--- src/hdl/mcu_io_pkg.sv ---
/*
 * MCU protocol-controller I/O package
 * Shared vector types, FSM encodings and serial timing constants
 * for the UART receive writer, data memory and dump engine
 */
package mcu_io_pkg;

	// Data memory geometry
	localparam int DM_DEPTH = 2048;
	localparam int DM_AW = $clog2(DM_DEPTH);

	// Frame layout, 4 bytes per word
	localparam int FRAME_BYTES = 16;
	localparam int FRAME_WORDS = FRAME_BYTES / 4;

	// Serial bit period in clock cycles
	localparam int CLKS_PER_BIT = 8;

	// Pending frame counter ceiling
	localparam int PEND_MAX = 15;

	// Memory port vectors
	typedef logic [DM_AW-1:0] dm_addr_t;
	typedef logic [31:0]      dm_data_t;
	typedef logic [3:0]       dm_be_t;

	// One serial character
	typedef logic [7:0] uart_byte_t;

	// Bit period timer
	typedef logic [3:0] bit_cnt_t;

	// Last cycle of a full bit, and of half a bit for start qualification
	localparam bit_cnt_t BIT_END  = bit_cnt_t'(CLKS_PER_BIT - 1);
	localparam bit_cnt_t HALF_END = bit_cnt_t'(CLKS_PER_BIT / 2 - 1);

	// Receiver FSM
	typedef enum logic [1:0] {
		RX_IDLE,
		RX_START,
		RX_DATA,
		RX_STOP
	} rx_state_t;

	// Dump engine FSM
	typedef enum logic [2:0] {
		TX_IDLE,
		TX_READ,
		TX_LOAD,
		TX_START,
		TX_DATA,
		TX_STOP
	} tx_state_t;

endpackage

--- src/hdl/uart_rx_writer.sv ---
/*
 * UART receive writer
 * Samples 8N1 characters on the decoder line, writes each good byte
 * into data memory as a single-lane write and flags completed frames
 */
`timescale 1ns/1ps
module uart_rx_writer (
	input  logic                 clk_i,
	input  logic                 arst_n_i,
	input  logic                 uart_dec_i,
	output mcu_io_pkg::dm_addr_t con_addr_o,
	output mcu_io_pkg::dm_be_t   con_write_o,
	output mcu_io_pkg::dm_data_t con_in_o,
	output logic                 int_sig_o,
	output logic                 frame_err_o
);
	import mcu_io_pkg::*;

	// Input synchronizer
	logic rx_meta_q;
	logic rx_sync_q;

	// Receive FSM
	rx_state_t  state_q;
	bit_cnt_t   bit_cnt_q;
	logic [2:0] bit_idx_q;
	uart_byte_t shift_q;
	logic       brk_q;
	logic       frame_err_q;

	// Write side
	logic [DM_AW+1:0]               byte_ptr_q;
	logic [$clog2(FRAME_BYTES)-1:0] frm_cnt_q;
	dm_be_t                         be_q;
	dm_data_t                       wdata_q;
	logic                           int_sig_q;

	logic bit_end;
	logic byte_ok;

	assign bit_end = (bit_cnt_q == BIT_END);
	// Stop bit sampled high at mid-bit
	assign byte_ok = (state_q == RX_STOP) && !brk_q && bit_end && rx_sync_q;

	// Line idles high
	always_ff @(posedge clk_i or negedge arst_n_i) begin
		if (!arst_n_i) begin
			rx_meta_q <= 1'b1;
			rx_sync_q <= 1'b1;
		end else begin
			rx_meta_q <= uart_dec_i;
			rx_sync_q <= rx_meta_q;
		end
	end

	always_ff @(posedge clk_i or negedge arst_n_i) begin
		if (!arst_n_i) begin
			state_q     <= RX_IDLE;
			bit_cnt_q   <= '0;
			bit_idx_q   <= '0;
			brk_q       <= 1'b0;
			frame_err_q <= 1'b0;
		end else begin
			frame_err_q <= 1'b0;
			case (state_q)
				RX_IDLE: begin
					bit_cnt_q <= '0;
					// First low sample starts a character
					if (!rx_sync_q) begin
						state_q <= RX_START;
					end
				end
				RX_START: begin
					if (bit_cnt_q == HALF_END) begin
						bit_cnt_q <= '0;
						bit_idx_q <= '0;
						// High again at mid start bit means a glitch
						state_q <= rx_sync_q ? RX_IDLE : RX_DATA;
					end else begin
						bit_cnt_q <= bit_cnt_q + 1'b1;
					end
				end
				RX_DATA: begin
					if (bit_end) begin
						bit_cnt_q <= '0;
						bit_idx_q <= bit_idx_q + 1'b1;
						if (bit_idx_q == 3'd7) begin
							state_q <= RX_STOP;
						end
					end else begin
						bit_cnt_q <= bit_cnt_q + 1'b1;
					end
				end
				RX_STOP: begin
					if (brk_q) begin
						// Hold off until the broken stop bit releases the line
						if (rx_sync_q) begin
							brk_q   <= 1'b0;
							state_q <= RX_IDLE;
						end
					end else if (bit_end) begin
						bit_cnt_q <= '0;
						if (rx_sync_q) begin
							state_q <= RX_IDLE;
						end else begin
							brk_q       <= 1'b1;
							frame_err_q <= 1'b1;
						end
					end else begin
						bit_cnt_q <= bit_cnt_q + 1'b1;
					end
				end
				default: state_q <= RX_IDLE;
			endcase
		end
	end

	// Data bits arrive LSB first
	always_ff @(posedge clk_i) begin
		if (state_q == RX_DATA && bit_end) begin
			shift_q <= {rx_sync_q, shift_q[7:1]};
		end
		if (byte_ok) begin
			wdata_q <= {4{shift_q}};
		end
	end

	// Write one cycle after the stop sample, pointer moves after the write
	always_ff @(posedge clk_i or negedge arst_n_i) begin
		if (!arst_n_i) begin
			be_q       <= '0;
			byte_ptr_q <= '0;
			frm_cnt_q  <= '0;
			int_sig_q  <= 1'b0;
		end else begin
			int_sig_q <= 1'b0;
			be_q      <= byte_ok ? (dm_be_t'(1) << byte_ptr_q[1:0]) : '0;
			if (be_q != '0) begin
				byte_ptr_q <= byte_ptr_q + 1'b1;
				// Frame closes on its last byte write
				if (frm_cnt_q == FRAME_BYTES - 1) begin
					frm_cnt_q <= '0;
					int_sig_q <= 1'b1;
				end else begin
					frm_cnt_q <= frm_cnt_q + 1'b1;
				end
			end
		end
	end

	// Word address and lane from the running byte pointer
	assign con_addr_o  = byte_ptr_q[DM_AW+1:2];
	assign con_write_o = be_q;
	assign con_in_o    = wdata_q;
	assign int_sig_o   = int_sig_q;
	assign frame_err_o = frame_err_q;

endmodule

--- config.mk ---
export PLATFORM = sky130hd
export DESIGN_NAME = uart_rx_writer
export DESIGN_NICKNAME = d
export VERILOG_FILES = /design/src/hdl/mcu_io_pkg.sv /design/src/hdl/uart_rx_writer.sv
export SDC_FILE = /design/constraint.sdc
export NUM_CORES = 1
export LEC_CHECK = 0
export BUFFER_PORTS_ARGS = -buffer_cell sky130_fd_sc_hd__buf_2
export CAP_MARGIN = 40
export CORE_MARGIN = 3
export CORE_UTILIZATION = 58
export CTS_CLUSTER_SIZE = 30
export DETAILED_ROUTE_END_ITERATION = 16
export PLACE_DENSITY = 0.84
export SYNTH_ARGS = -nofsm -noshare
export SYNTH_HDL_FRONTEND = slang
export SYNTH_SLANG_ARGS = --single-unit
--- constraint.sdc ---
create_clock -name clk_i -period 5.5 [get_ports clk_i]
set_clock_uncertainty 0.15 [all_clocks]
set_input_delay 0.275 -clock clk_i [delete_from_list [all_inputs] [get_ports clk_i]]
set_output_delay 0.275 -clock clk_i [all_outputs]
set_load 0.05 [all_outputs]
======== Word-level counts from Yosys, hierarchy flattened ========
Cells that the tools add are included.
operators by class
  add/subtract/negate cells ............... 4
  bitwise gates (word level) .............. 0
  magnitude comparators ................... 0
  shifts and indexed selects .............. 1
  reduce and logical (&&, ||, !) cells .... 10
  muxes and demuxes ....................... 25
  multiply operators ...................... 0
  equality and inequality tests ........... 13
  div/mod/pow operators ................... 0
operators with widths
  operator                                             count
  2-to-1 mux 4 bit                                     5
  2-to-1 mux 2 bit                                     8
  one-hot mux 4 bit (4 select lines)                   1
  adder 13 x 1 -> 13 bit, second input constant        1
  inequality test 2 bit, second input constant         5
  adder 4 x 1 -> 4 bit, second input constant          2
  one-hot mux 2 bit (4 select lines)                   1
  2-to-1 mux 1 bit                                     7
  2-to-1 mux 3 bit                                     2
  one-hot mux 3 bit (2 select lines)                   1
  AND reduction 5 bit                                  1
  equality test 2 bit, second input constant           2
  equality test 4 x 2 -> 1 bit, second input constant  1
  equality test 4 x 3 -> 1 bit, second input constant  1
  equality test 4 bit, second input constant           1
  logical AND 1 bit                                    4
  nonzero test 4 bit                                   1
  << shifter 1 x 2 -> 4 bit, first input constant      1
  adder 3 x 1 -> 3 bit, second input constant          1
  equality test 3 bit, second input constant           1
  inequality test 3 bit, second input constant         1
  AND reduction 3 bit                                  1
  equality test 2 x 1 -> 1 bit, second input constant  1
  zero test 2 bit                                      1
  other kinds (2)                                      2
storage, ports and cells
  memories ................................ 0
  bits of input ports ..................... 3
  output and inout port bits .............. 49
  RAM bits ................................ 0
  memory bits (read-only) ................. 0
  flip-flop bits (word level) ............. 75
  latch bits .............................. 0

======== Longest topological paths before layout ========
  depth in word-level cells ............... 5
  mapped depth ............................ 5
  mapped depth without buffers ............ 5

======== Worst setup path before layout ========
No wires, ideal clock.
  path type ............................... reg-to-reg
  start ................................... register bit_cnt_q[0]
  end ..................................... register shift_q[0] (enable)
  path buffers ............................ 0
  cell stages (with the launch flop) ...... 4
  slack ................................... 3.491 ns
  arrival time ............................ 1.475 ns
  cells stage by stage .................... dfrtp_1 -> ha_1 -> nand3b_1 -> nor3_1
on the way
  cells in the longest elaborated chain, start to end .. 2
RTL lines
  what                          line                   source
  start, declared               uart_rx_writer.sv:25   bit_cnt_t bit_cnt_q;
  start signal, assigned        uart_rx_writer.sv:80   bit_cnt_q <= bit_cnt_q + 1'b1;
  start signal, assigned        uart_rx_writer.sv:91   bit_cnt_q <= bit_cnt_q + 1'b1;
  start signal, assigned        uart_rx_writer.sv:110  bit_cnt_q <= bit_cnt_q + 1'b1;
  equality test 4 x 3 -> 1 bit  uart_rx_writer.sv:41   assign bit_end = (bit_cnt_q == BIT_END);
  logical AND 1 bit             uart_rx_writer.sv:120  if (state_q == RX_DATA && bit_end) begin
  end signal, assigned          uart_rx_writer.sv:121  shift_q <= {rx_sync_q, shift_q[7:1]};
  end, declared                 uart_rx_writer.sv:27   uart_byte_t shift_q;
Every way passes these cells.
A chain may end at the register's enable or synchronous reset.

======== Final worst setup path ========
  start ................................... register bit_cnt_q[0]
  end ..................................... register wdata_q[23], in the netlist con_in_o[23] (enable)
on the way
  cells in the longest elaborated chain, start to end .. 3
RTL lines
  what                            line                   source
  equality test 4 x 3 -> 1 bit    uart_rx_writer.sv:41
  logical AND 1 bit (2 in a row)  uart_rx_writer.sv:43   assign byte_ok = (state_q == RX_STOP) && !brk_q && bit_end && rx_sync_q;
  named net byte_ok               uart_rx_writer.sv:39   logic byte_ok;
  end signal, assigned            uart_rx_writer.sv:124  wdata_q <= {4{shift_q}};
  end, declared                   uart_rx_writer.sv:35   dm_data_t wdata_q;
The timed path passes the listed nets, and every way through them passes these cells.

==> impl_metrics.tcl <==
set metrics [dict create \
    rows 23 \
    hold_viol_final 0 \
    die_y_microns 71.6 \
    synth_top_family_by_area "simple AND/OR/NAND/NOR gates" \
    slowest_stage "nor4_4" \
    grt_pass1_wl_microns 6540 \
    cts_buffers 5 \
    syn2layout_area_growth_pct 5.61 \
    critical_path_class "register to register" \
    synth-simple-area-share_pct 14.7 \
    core-area_sq_um 4090 \
    cts-root-buf "clkbuf_8" \
    rsz0062_at_grt "false" \
    htreeDepth 2 \
    crit_fanout 12 \
    n_antenna_cell 0 \
    cpPeakStageDelay_ps 680 \
    dpl-instance-area_sq_um 2530 \
    synth.ff_latch_count 51 \
    utilization_pct 64.5 \
    clock_latency_ps 300 \
    setup_tns_ps 0 \
    final_cells 271 \
    initial_core_util_pct 61.1 \
    ff2ff_path_depth 3 \
    yosysUniqueCellTypes 52 \
    via_count 1465 \
    synth_xor_area_share_pct 5.26 \
    fp.dieArea_sq_um 5130 \
    setup_viol 0 \
    drt_iter0_drc 111 \
    final_max_slew_viol_count 0 \
    maxCapViolations 0 \
    multi_input_area_sq_um 831 \
    synth_ff_type "dfrtp_1" \
    start_kind "register" \
    die_x_microns 71.6 \
    yosysWarnings 0 \
    synth_fa_ha_area_share_pct 4.01 \
    synth_edf_count 16 \
    syn_area_per_cell_sq_um 12.6 \
    num-fill-cells 306 \
    port_buffers 51 \
    gp_congestion 0.877 \
    required_ps 5280 \
    vdd_drop_max_v 0.000168 \
    crit_path_end "con_in_o[23]$_DFFE_PP_" \
    grt_max_degree 36 \
    boundaryPins 52 \
    dp_hpwl_microns 2850 \
    fin_area_sq_um 2640 \
    seq_area_frac_synth_pct 54.4 \
    drtPass1Iterations 4 \
    cts_buffer_depth 2 \
    routed_via_density 5.41 \
    cp.arrival_ps 1940 \
    path_cells "ha_1 > nand3b_1 > nor4_4" \
    clkSlewWorstSetupHoldPaths_ps 80 \
    grt_pass1_vias 1383 \
    nets 231 \
    timing.rr.start "bit_cnt_q[0]$_DFFE_PN0P_" \
    powerDensity_nw_per_um2 349 \
    leakagePower_nw 1.28 \
    antenna_left 0 \
    synth_area_sq_um 2500 \
    rrSetupSlack_ps 3340 \
    r2r-end "con_in_o[23]$_DFFE_PP_" \
    track_usage_pct 16.6 \
    register_area_sq_um 1360 \
    routed_wl_microns 3960 \
    worstMarginPinSlew_ps 853 \
    routedWlPerCell_microns 14.6 \
    min_period_ps 2160 \
    startpoint "bit_cnt_q[0]$_DFFE_PN0P_" \
    syn_inst 198 \
    place_inst 260 \
    fmax_ghz 0.463 \
    cts_sinks 51 \
    synth.area.mux_share_pct 1.70 \
    status "completed" \
    gr-total-overflow 0 \
    syn_nets 209 \
    drc 0 \
    layout-drive-gt1-share_pct 30.8 \
    synth_compound_area_share_pct 7.57 \
    max_slew_margin_pct 42.7 \
    antenna_found_initial 0 \
    cts_tree "done" \
    min_period_over_period_pct 39.2 \
    synthArstFlopShare_pct 68.6 \
    end_kind "register" \
    hold_class "register to register" \
]
cell usage after synthesis (2+ instances only):
library cell	instances	area [sq um]
o21ai_1	2	10.0
edfxtp_1	16	480
mux2_1	2	22.5
nor3b_1	2	15.0
buf_2	2	10.0
nand2_1	9	33.8
xnor2_1	3	26.3
a21oi_1	2	10.0
nor4_1	4	25.0
nand2b_1	2	12.5
nor2b_1	2	12.5
o21ai_0	7	35.0
xor2_1	12	105
and2_1	4	25.0
buf_4	35	263
dfrtp_1	33	826
mux2i_1	2	20.0
inv_1	4	15.0
nand3_1	7	35.0
nor3_1	3	15.0
ha_1	8	100
dfstp_2	2	52.6
nor2_1	3	11.3
nand4_1	3	18.8
nor4_4	2	42.5
how the worst min path moves through the flow:
stage | end | cells past startpoint | from | slack [ps]
after floorplan | async pin | 0 | arst_n_i | -170
after global placement | rx_sync_q$_DFF_PN1_ | 0 | rx_meta_q$_DFF_PN1_ | 200
after detailed placement | rx_sync_q$_DFF_PN1_ | 0 | rx_meta_q$_DFF_PN1_ | 200
after CTS | rx_sync_q$_DFF_PN1_ | 0 | rx_meta_q$_DFF_PN1_ | 210
after global routing | rx_sync_q$_DFF_PN1_ | 0 | rx_meta_q$_DFF_PN1_ | 210
final | rx_sync_q$_DFF_PN1_ | 0 | rx_meta_q$_DFF_PN1_ | 210
per-stage QoR:
stage                     worst slack [ps]  hold slack, ps  power [mW]
final                                 3340             208       0.920
after global routing                  3130             215       0.978
after floorplan                       3490            -171       0.674
after CTS                             3180             210       0.928
after global placement                3320             196       0.711
after detailed placement              3160             197       0.720
kinds of logic (layout without fill, tap and decap cells):
logic type      count (synthesis)  count (layout)
mux                             4               4
buf+inv                        44              67
simple gates                   51              51
fa+ha+maj                       8               8
xor+xnor                       15              15
flops                          51              51
compound gates                 25              25
cells in the final DEF (no fill, tap or decap), types with 4 or more instances in the layout:
| cell | instances |
|---|---|
| and2_1 | 4 |
| buf_2 | 52 |
| clkbuf_8 | 5 |
| dfrtp_1 | 33 |
| edfxtp_1 | 16 |
| ha_1 | 8 |
| inv_1 | 4 |
| nand2_1 | 9 |
| nand3_1 | 7 |
| nor4_1 | 4 |
| o21ai_0 | 7 |
| xor2_1 | 12 |
registers in the layout (all words and copies together), names as in the netlist, 3 cells and up, named ones only:
register,cells
frm_cnt_q,4
bit_idx_q,3
byte_ptr_q,13
con_write_o,4
shift_q,8
con_in_o,8
bit_cnt_q,4
final cells by class:
type | count | area share (%)
clock buffers | 6 | 2.75
multi-input cells | 103 | 31.5
inverters | 5 | 0.712
clock inverters | 2 | 0.475
repair buffers | 54 | 10.6
well taps | 50 | 2.37
flip-flops and latches | 51 | 51.5
worst max-delay path, delay by kind of cell, from the launching register on:
kind                       cells  cell delay [ps]
DFF                            1              390
adders and majority gates      1              300
and+or+nand+nor                2              950
repair_timing:
action,CTS,global route
endpoints found under the hold margin,34,0
resized for setup,0,0
hold buffers,2,0
setup buffers,0,0
routing by layer:
metal / part of all wire (%) / vias up / track usage, %
met1: 44 / 701 / 22.2
met2: 48 / 51 / 25.8
met3: 7.0 / 2 / 5.19
met4: 0.58 / 0 / 6.05
li1: - / 711 / -
met5: 0 / - / 0
report_power, final:
group | total, mW | switching, mW | internal [mW]
clock network | 0.204 | 0.115 | 0.0890
registers | 0.507 | 0.0700 | 0.437
logic | 0.210 | 0.127 | 0.0831
total | 0.920 | 0.311 | 0.609
Power figures use the tool's default switching activity.
