===== src/hdl/mcu_io_pkg.sv =====
/*
 * MCU protocol-controller I/O package
 * Shared vector types, FSM encodings and serial timing constants
 * for the UART receive writer, data memory and dump engine
 */
package mcu_io_pkg;

	// Data memory geometry
	localparam int DM_DEPTH = 2048;
	localparam int DM_AW = $clog2(DM_DEPTH);

	// Frame layout, 4 bytes per word
	localparam int FRAME_BYTES = 16;
	localparam int FRAME_WORDS = FRAME_BYTES / 4;

	// Serial bit period in clock cycles
	localparam int CLKS_PER_BIT = 8;

	// Pending frame counter ceiling
	localparam int PEND_MAX = 15;

	// Memory port vectors
	typedef logic [DM_AW-1:0] dm_addr_t;
	typedef logic [31:0]      dm_data_t;
	typedef logic [3:0]       dm_be_t;

	// One serial character
	typedef logic [7:0] uart_byte_t;

	// Bit period timer
	typedef logic [3:0] bit_cnt_t;

	// Last cycle of a full bit, and of half a bit for start qualification
	localparam bit_cnt_t BIT_END  = bit_cnt_t'(CLKS_PER_BIT - 1);
	localparam bit_cnt_t HALF_END = bit_cnt_t'(CLKS_PER_BIT / 2 - 1);

	// Receiver FSM
	typedef enum logic [1:0] {
		RX_IDLE,
		RX_START,
		RX_DATA,
		RX_STOP
	} rx_state_t;

	// Dump engine FSM
	typedef enum logic [2:0] {
		TX_IDLE,
		TX_READ,
		TX_LOAD,
		TX_START,
		TX_DATA,
		TX_STOP
	} tx_state_t;

endpackage


===== src/hdl/uart_dump_tx.sv =====
/*
 * Data memory dump engine
 * Counts completed frames, reads each one back word by word and
 * sends its bytes on the encoder line, then a modulo-256 checksum
 */
`timescale 1ns/1ps
module uart_dump_tx (
	input  logic                 clk_i,
	input  logic                 arst_n_i,
	input  logic                 int_sig_i,
	output mcu_io_pkg::dm_addr_t rd_addr_o,
	input  mcu_io_pkg::dm_data_t con_out_i,
	output logic                 uart_enc_o
);
	import mcu_io_pkg::*;

	// Control state
	tx_state_t                      state_q;
	logic [$clog2(PEND_MAX+1)-1:0]  pend_q;
	dm_addr_t                       rd_ptr_q;
	logic [$clog2(FRAME_WORDS)-1:0] word_cnt_q;
	logic [1:0]                     lane_q;
	logic                           csum_phase_q;
	bit_cnt_t                       bit_cnt_q;
	logic [2:0]                     bit_idx_q;

	// Payload
	dm_data_t   word_q;
	uart_byte_t shift_q;
	uart_byte_t csum_q;

	uart_byte_t next_byte;
	logic       bit_end;
	logic       frame_done;

	assign bit_end    = (bit_cnt_q == BIT_END);
	// Checksum stop bit finished
	assign frame_done = (state_q == TX_STOP) && bit_end && csum_phase_q;
	// Following lane of the held word
	assign next_byte  = word_q[{lane_q + 2'd1, 3'b000} +: 8];

	// Pending frames, saturating
	always_ff @(posedge clk_i or negedge arst_n_i) begin
		if (!arst_n_i) begin
			pend_q <= '0;
		end else if (int_sig_i && !frame_done) begin
			if (pend_q != PEND_MAX) begin
				pend_q <= pend_q + 1'b1;
			end
		end else if (!int_sig_i && frame_done) begin
			pend_q <= pend_q - 1'b1;
		end
	end

	always_ff @(posedge clk_i or negedge arst_n_i) begin
		if (!arst_n_i) begin
			state_q      <= TX_IDLE;
			rd_ptr_q     <= '0;
			word_cnt_q   <= '0;
			lane_q       <= '0;
			csum_phase_q <= 1'b0;
			bit_cnt_q    <= '0;
			bit_idx_q    <= '0;
		end else begin
			case (state_q)
				TX_IDLE: begin
					if (pend_q != '0) begin
						word_cnt_q   <= '0;
						csum_phase_q <= 1'b0;
						state_q      <= TX_READ;
					end
				end
				// Address on the read port this cycle
				TX_READ: state_q <= TX_LOAD;
				TX_LOAD: begin
					lane_q    <= '0;
					rd_ptr_q  <= rd_ptr_q + 1'b1;
					bit_cnt_q <= '0;
					state_q   <= TX_START;
				end
				TX_START: begin
					if (bit_end) begin
						bit_cnt_q <= '0;
						bit_idx_q <= '0;
						state_q   <= TX_DATA;
					end else begin
						bit_cnt_q <= bit_cnt_q + 1'b1;
					end
				end
				TX_DATA: begin
					if (bit_end) begin
						bit_cnt_q <= '0;
						bit_idx_q <= bit_idx_q + 1'b1;
						if (bit_idx_q == 3'd7) begin
							state_q <= TX_STOP;
						end
					end else begin
						bit_cnt_q <= bit_cnt_q + 1'b1;
					end
				end
				TX_STOP: begin
					if (bit_end) begin
						bit_cnt_q <= '0;
						if (csum_phase_q) begin
							state_q <= TX_IDLE;
						end else if (lane_q != 2'd3) begin
							lane_q  <= lane_q + 1'b1;
							state_q <= TX_START;
						end else if (word_cnt_q != FRAME_WORDS - 1) begin
							word_cnt_q <= word_cnt_q + 1'b1;
							state_q    <= TX_READ;
						end else begin
							// All words out, checksum goes next
							csum_phase_q <= 1'b1;
							state_q      <= TX_START;
						end
					end else begin
						bit_cnt_q <= bit_cnt_q + 1'b1;
					end
				end
				default: state_q <= TX_IDLE;
			endcase
		end
	end

	// Byte loading and checksum accumulation
	always_ff @(posedge clk_i) begin
		case (state_q)
			TX_IDLE: csum_q <= '0;
			TX_LOAD: begin
				word_q  <= con_out_i;
				shift_q <= con_out_i[7:0];
				csum_q  <= csum_q + con_out_i[7:0];
			end
			TX_DATA: begin
				if (bit_end) begin
					shift_q <= shift_q >> 1;
				end
			end
			TX_STOP: begin
				if (bit_end && !csum_phase_q) begin
					if (lane_q != 2'd3) begin
						shift_q <= next_byte;
						csum_q  <= csum_q + next_byte;
					end else if (word_cnt_q == FRAME_WORDS - 1) begin
						shift_q <= csum_q;
					end
				end
			end
			default: ;
		endcase
	end

	assign rd_addr_o = rd_ptr_q;

	// Line level decoded from state, high when idle or in stop
	always_comb begin
		case (state_q)
			TX_START: uart_enc_o = 1'b0;
			TX_DATA:  uart_enc_o = shift_q[0];
			default:  uart_enc_o = 1'b1;
		endcase
	end

endmodule


===== config.mk =====
export PLATFORM = sky130hd
export DESIGN_NAME = uart_dump_tx
export DESIGN_NICKNAME = d
export VERILOG_FILES = /design/src/hdl/mcu_io_pkg.sv /design/src/hdl/uart_dump_tx.sv
export SDC_FILE = /design/constraint.sdc
export NUM_CORES = 1
export LEC_CHECK = 0
export ABC_AREA = 1
export BUFFER_PORTS_ARGS = -buffer_cell sky130_fd_sc_hd__buf_4
export CAP_MARGIN = 20
export CORE_ASPECT_RATIO = 0.8
export CORE_MARGIN = 4
export CORE_UTILIZATION = 50
export CTS_CLUSTER_DIAMETER = 60
export CTS_CLUSTER_SIZE = 40
export DETAILED_ROUTE_END_ITERATION = 16
export PLACE_DENSITY = 0.7
export SKIP_LAST_GASP = 1
export SLEW_MARGIN = 10
export SYNTH_ARGS = -nofsm -noshare
export SYNTH_HDL_FRONTEND = slang
export SYNTH_SLANG_ARGS = --single-unit

===== constraint.sdc =====
create_clock -name clk_i -period 3.51 [get_ports clk_i]
set_clock_uncertainty 0.15 [all_clocks]
set_input_delay 0.702 -clock clk_i [delete_from_list [all_inputs] [get_ports clk_i]]
set_output_delay 0.702 -clock clk_i [all_outputs]
set_load 0.005 [all_outputs]

Word level (Yosys, flattened, before mapping)
Index checks and enable logic that the tools add are counted.
- $add $sub $neg: 9
- eq/ne operators: 23
- shift operators: 1
- muxes and demuxes: 42
- reduce and logical (&&, ||, !) cells: 26
- operators with widths (kind ; number):
    $mux W8 ; 6
    $pmux W8 S3 ; 2
    $shiftx A32 B6 Y8 ; 1
    $mux W2 ; 11
    $mux W3 ; 7
    $ne A2 B2 Y1 const B ; 9
    $pmux W3 S6 ; 1
    $add A8 B8 Y8 ; 2
    $mux W4 ; 4
    $add A11 B1 Y11 const B ; 1
    $reduce_bool A2 Y1 ; 5
    $eq A3 B3 Y1 const B ; 3
    $reduce_and A3 Y1 ; 3
    $add A4 B1 Y4 const B ; 2
    $ne A2 B1 Y1 const B ; 4
    $pmux W2 S2 ; 2
    $pmux W4 S2 ; 1
    $reduce_and A4 Y1 ; 2
    $eq A3 B2 Y1 const B ; 2
    $pmux W3 S2 ; 1
    $reduce_and A6 Y1 ; 1
    $reduce_bool A3 Y1 ; 2
    $logic_and A1 B1 Y1 ; 5
    $mux W1 ; 5
    15 further kinds ; 19
- register bits: 78
- input bits: 35
- output and inout bits: 12
- logic and storage cells: 112

Depth between registers and ports, before layout
- depth after elaboration: 7
- gate-level depth with buffers: 16

Worst setup path before layout
OpenSTA, ideal clock, no wires.
- kind: register to register
- from: reg lane_q[0]
- to: reg csum_q[4], data pin
- setup time: 0.264 ns
- data arrival time: 2.167 ns
- required time: 3.096 ns
- slack: 0.929 ns
- stages on the path, launching flop included: 13
- buffers on the path: 1
- cell sequence: dfrtp_1 -> ha_1 -> buf_2 -> inv_1 -> o21ai_0 -> o22ai_1 -> nand2_1 -> nand2_1 -> ha_1 -> inv_1 -> fa_1 -> o31ai_1 -> a21oi_1
- longest elaborated chain between the ends: 6
- RTL lines (element ; line ; RTL):
    start, declared ; uart_dump_tx.sv:22 ; logic [1:0] lane_q;
    start signal, assigned ; uart_dump_tx.sv:107 ; lane_q <= lane_q + 1'b1;
    $add A2 B1 Y2 ; uart_dump_tx.sv:40 ; assign next_byte = word_q[{lane_q + 2'd1, 3'b000} +: 8];
    $shiftx A32 B6 Y8 ; uart_dump_tx.sv:40 ;
    $add A8 B8 Y8 ; uart_dump_tx.sv:144 ; csum_q <= csum_q + next_byte;
    $mux W8 ; uart_dump_tx.sv:142 ; if (lane_q != 2'd3) begin
    $mux W8 ; uart_dump_tx.sv:141 ; if (bit_end && !csum_phase_q) begin
    $pmux W8 S3 ; uart_dump_tx.sv:128 ; case (state_q)
    end signal, assigned ; uart_dump_tx.sv:133 ; csum_q <= csum_q + con_out_i[7:0];
    end signal, assigned ; uart_dump_tx.sv:144 ;
    end, declared ; uart_dump_tx.sv:30 ; uart_byte_t csum_q;
Every way passes these cells. The select of a mux whose other input is x is not followed.
A chain may end at the register's enable or synchronous reset.

Worst setup path in the final report
Ends and elaborated chain as after synthesis.

==> impl_metrics.csv <==
group,metric,value,unit
global_route,grt_antenna_before_repair,0,
sta,rsz0062_at_grt,"false",
floorplan,core,0.007910,mm2
floorplan,ioPinCount,47,
job,drv_cap,0,
drt,drt-pass1-iter-count,7,
sta,hold_viol_final,0,
drt,wl,8107,um
clocking,clock_latency,0.36,ns
logic_synthesis,synth_edf_count,48,
worst_setup_path,crit_path_end_kind,"flop",
final_layout,fin_nets,519,
logic_synthesis,yosysWarnings,0,
global_route,grt_pass1_wl,13600,um
floorplan,die-area,0.009591,mm2
worst_setup_path,crit_fanout,10,
logic_synthesis,synth.area.top_cells,"edfxtp_1 36%, dfrtp_1 19%, nand2_1 9.2%, ha_1 4.6%, o21ai_0 4.2%",
pwr,p_int,1.997,mW
status,outcome,"completed",
drt,routed-wl-met3,544,um
sta,fmax,337.7,MHz
logic_synthesis,synth.avg_cell_area,9.735,um2
worst_setup_path,worstPathRequired,3.57,ns
logic_synthesis,synth_nets,467,
logic_synthesis,ys_seq_elements,78,
logic_synthesis,synth_fa_ha_area_frac,0.05636,
sta,worstMarginPinSlew,0.8485,ns
drt,remaining_drc_errors,0,
worst_setup_path,crit_path_start_kind,"flop",
clocking,cts_root_buf,"clkbuf_8",
pwr,ir_worst_vdd,379.8,uV
clocking,clk_pin_slew_worst_paths,0.09,ns
drt,drt_iter0_markers,232,
logic_synthesis,synthDistinctLibCells,45,
clocking,cts_resized,0,
logic_synthesis,synth_top_family_by_area,"simple AND/OR/NAND/NOR gates",
sta,setup_viol,0,
global_route,grt.overflow.total,0,
hold_path,min_path_type,"input port to asynchronous set/reset pin",
logic_synthesis,synth_flop_cell,"edfxtp_1",
drt,m1WireLength,4006,um
final_layout,area_growth_syn_to_layout,15.67,%
worst_setup_path,critPathArrivalTime,3.02,ns
pwr,power.switching,1.273,mW
global_route,grt_max_degree,37,
worst_setup_path,criticalPathCategory,"flop to flop",
placement,dpl_worst_slack,0.6095,ns
pwr,power.share.sequential,0.456,
pwr,power_density,699.9,mW/mm2
clocking,htree_num_levels,3,
logic_synthesis,synth.cells.most_frequent,"99 x nand2_1, 48 x edfxtp_1, 37 x inv_1, 37 x nor2_1, 34 x o21ai_0",
drt,route.met2.wl,3476,um
clocking,numCtsBuffers,9,
clocking,cts.sinks,78,
pwr,pwr-share-comb,0.354,
pwr,switching_share,0.3893,
clocking,cts_tree,"yes",
pwr,clkPwrFrac,0.191,
drt,top_layer,"met4",
drt,wl_per_cell,13.98,um
final_layout,layout-drive-gt1-share,0.1928,
logic_synthesis,async_flop_share,0.3846,
floorplan,die_w,108.5,um
global_route,grt_pass1_vias,2804,
placement,gp_congestion,0.7921,
logic_synthesis,syn_inst,415,
sta,slew_violations,0,
clocking,holdBufCountCts,0,
drt,ant_nets,0,
logic_synthesis,synth_xor_area_frac,0.02385,
global_route,grt_usage,0.1842,
floorplan,placementRows,29,
logic_synthesis,yosys.cell_count.top_type,"nand2_1",
sta,fin_ws,0.5492,ns
floorplan,die_h,88.40,um
logic_synthesis,synth_seq_area_share,0.5426,
placement,hpwlAfterDp,6138,um
final_layout,diodes,0,
sta,final.period_utilization,0.8435,
drt,vias,2997,
pwr,p_leak,2.092,nW
clocking,clockBufferDepth,2,
drt,vias_per_cell,5.167,
logic_synthesis,syn-cell-area,0.004040,mm2
floorplan,start_util,0.5108,
clocking,cts_setup_buffers,0,
logic_synthesis,synth.mux.area_fraction,0,
sta,finalCriticalPeriod,2.961,ns
logic_synthesis,synth_top_area_share,0.3568,
logic_synthesis,yosysTopAreaCell,"edfxtp_1",
sta,tns,0,ns
logic_synthesis,synth-simple-area-share,0.2162,
sta,slew_headroom,0.4343,
logic_synthesis,synth-compound-area-share,0.1103,
placement,port_buffers,46,
==> worst max-delay path, cell delays in order, from the launching register on <==
cell and delay, ns:
dfrtp_1 0.40, ha_1 0.41, inv_1 0.21, o21ai_0 0.12
o22ai_1 0.22, nand2_1 0.09, nand2_1 0.07, ha_1 0.16
inv_1 0.05, fa_1 0.39, o31ai_1 0.30, o21ai_0 0.11
a21oi_1 0.14
==> area by class of cell <==
class,count,area [um2]
Clock inverter,7,57.56
Tap cell,108,135.1
Timing Repair Buffer,48,360.3
Sequential cell,78,2192
Fill cell,700,3237
Multi-Input combinational cell,287,1643
Clock buffer,9,123.9
Inverter,43,161.4
==> worst paths after layout <==
check | start | endpoint | slack, ns | depth (start not counted)
setup / recovery | lane_q[0] | csum_q[4] | 0.55 | 12
hold / removal | arst_n_i | bit_cnt_q[1] | 0.11 | 1
setup reg to reg | lane_q[0] | csum_q[4] | 0.55 | 12
hold reg to reg | bit_idx_q[1] | bit_idx_q[1] | 0.34 | 2
max in group asynchronous | arst_n_i | pend_q[0] | 2.82 | 1
min in group clk_i | bit_idx_q[1] | bit_idx_q[1] | 0.34 | 2
==> sequential cells by signal (all words and copies together) (netlist names) <==
register      cells
word_cnt_q        2
csum_phase_q      1
lane_q            2
bit_idx_q         3
state_q           3
bit_cnt_q         4
csum_q            8
rd_addr_o        11
shift_q           8
word_q           32
pend_q            4
==> per-layer routing <==
layer / track usage / vias up
met5: 0 / -
li1: - / 1527
met1: 0.2737 / 1379
met2: 0.2681 / 84
met4: 0.04128 / 0
met3: 0.05470 / 7
==> kinds of logic after synthesis <==
group	Yosys count
buffers and inverters	50
flip-flops	78
AO/OA/AOI/OAI	77
adder cells (fa/ha/maj)	17
AND/OR/NAND/NOR	182
XOR/XNOR	11
==> power by group through the flow <==
stage | registers [mW] | logic, mW | clock network [mW]
5_1_grt | 1.52 | 1.32 | 0.688
6_report | 1.49 | 1.16 | 0.623
4_1_cts | 1.49 | 1.16 | 0.640
3_3_place_gp | 1.50 | 1.12 | 0
2_1_floorplan | 1.45 | 0.842 | 0
3_5_place_dp | 1.51 | 1.15 | 0
==> through the flow <==
| stage | area [um2] | utilization | hold slack (ns) | std cells | total power, mW |
|---|---|---|---|---|---|
| final | 4673 | 0.5908 | 0.1110 | 580 | 3.271 |
| after floorplan | 4040 | - | 0.2564 | 415 | 2.296 |
| after global routing | 4673 | 0.5908 | 0.1265 | 580 | 3.532 |
| after CTS | 4673 | 0.5908 | 0.1152 | 580 | 3.288 |
| after detailed placement | 4492 | 0.5679 | 0.3159 | 564 | 2.658 |
| after global placement | 4492 | 0.5679 | 0.3116 | 564 | 2.628 |
==> placed cells by master (no fill, tap or decap), types with 2 or more instances in the layout <==
| master | count |
|---|---|
| nor2_4 | 3 |
| nand2_2 | 3 |
| clkinv_4 | 2 |
| nand2_1 | 99 |
| ha_1 | 15 |
| dfrtp_1 | 30 |
| nand4_1 | 5 |
| nor2_1 | 37 |
| nor2_2 | 4 |
| edfxtp_1 | 48 |
| nor3_1 | 2 |
| clkbuf_8 | 9 |
| o21ai_0 | 34 |
| clkinv_1 | 2 |
| a21oi_1 | 16 |
| o22ai_1 | 8 |
| inv_1 | 37 |
| inv_2 | 5 |
| buf_4 | 48 |
| xnor2_1 | 4 |
| inv_6 | 2 |
| nand3_1 | 15 |
| nor3_2 | 2 |
| fa_1 | 2 |
| nand3_4 | 2 |
| xor2_1 | 7 |
| nand3_2 | 2 |
| o2111ai_1 | 6 |
| o21ai_1 | 3 |
| nand2_4 | 2 |
Note: power is estimated with default switching activity, not from simulation.
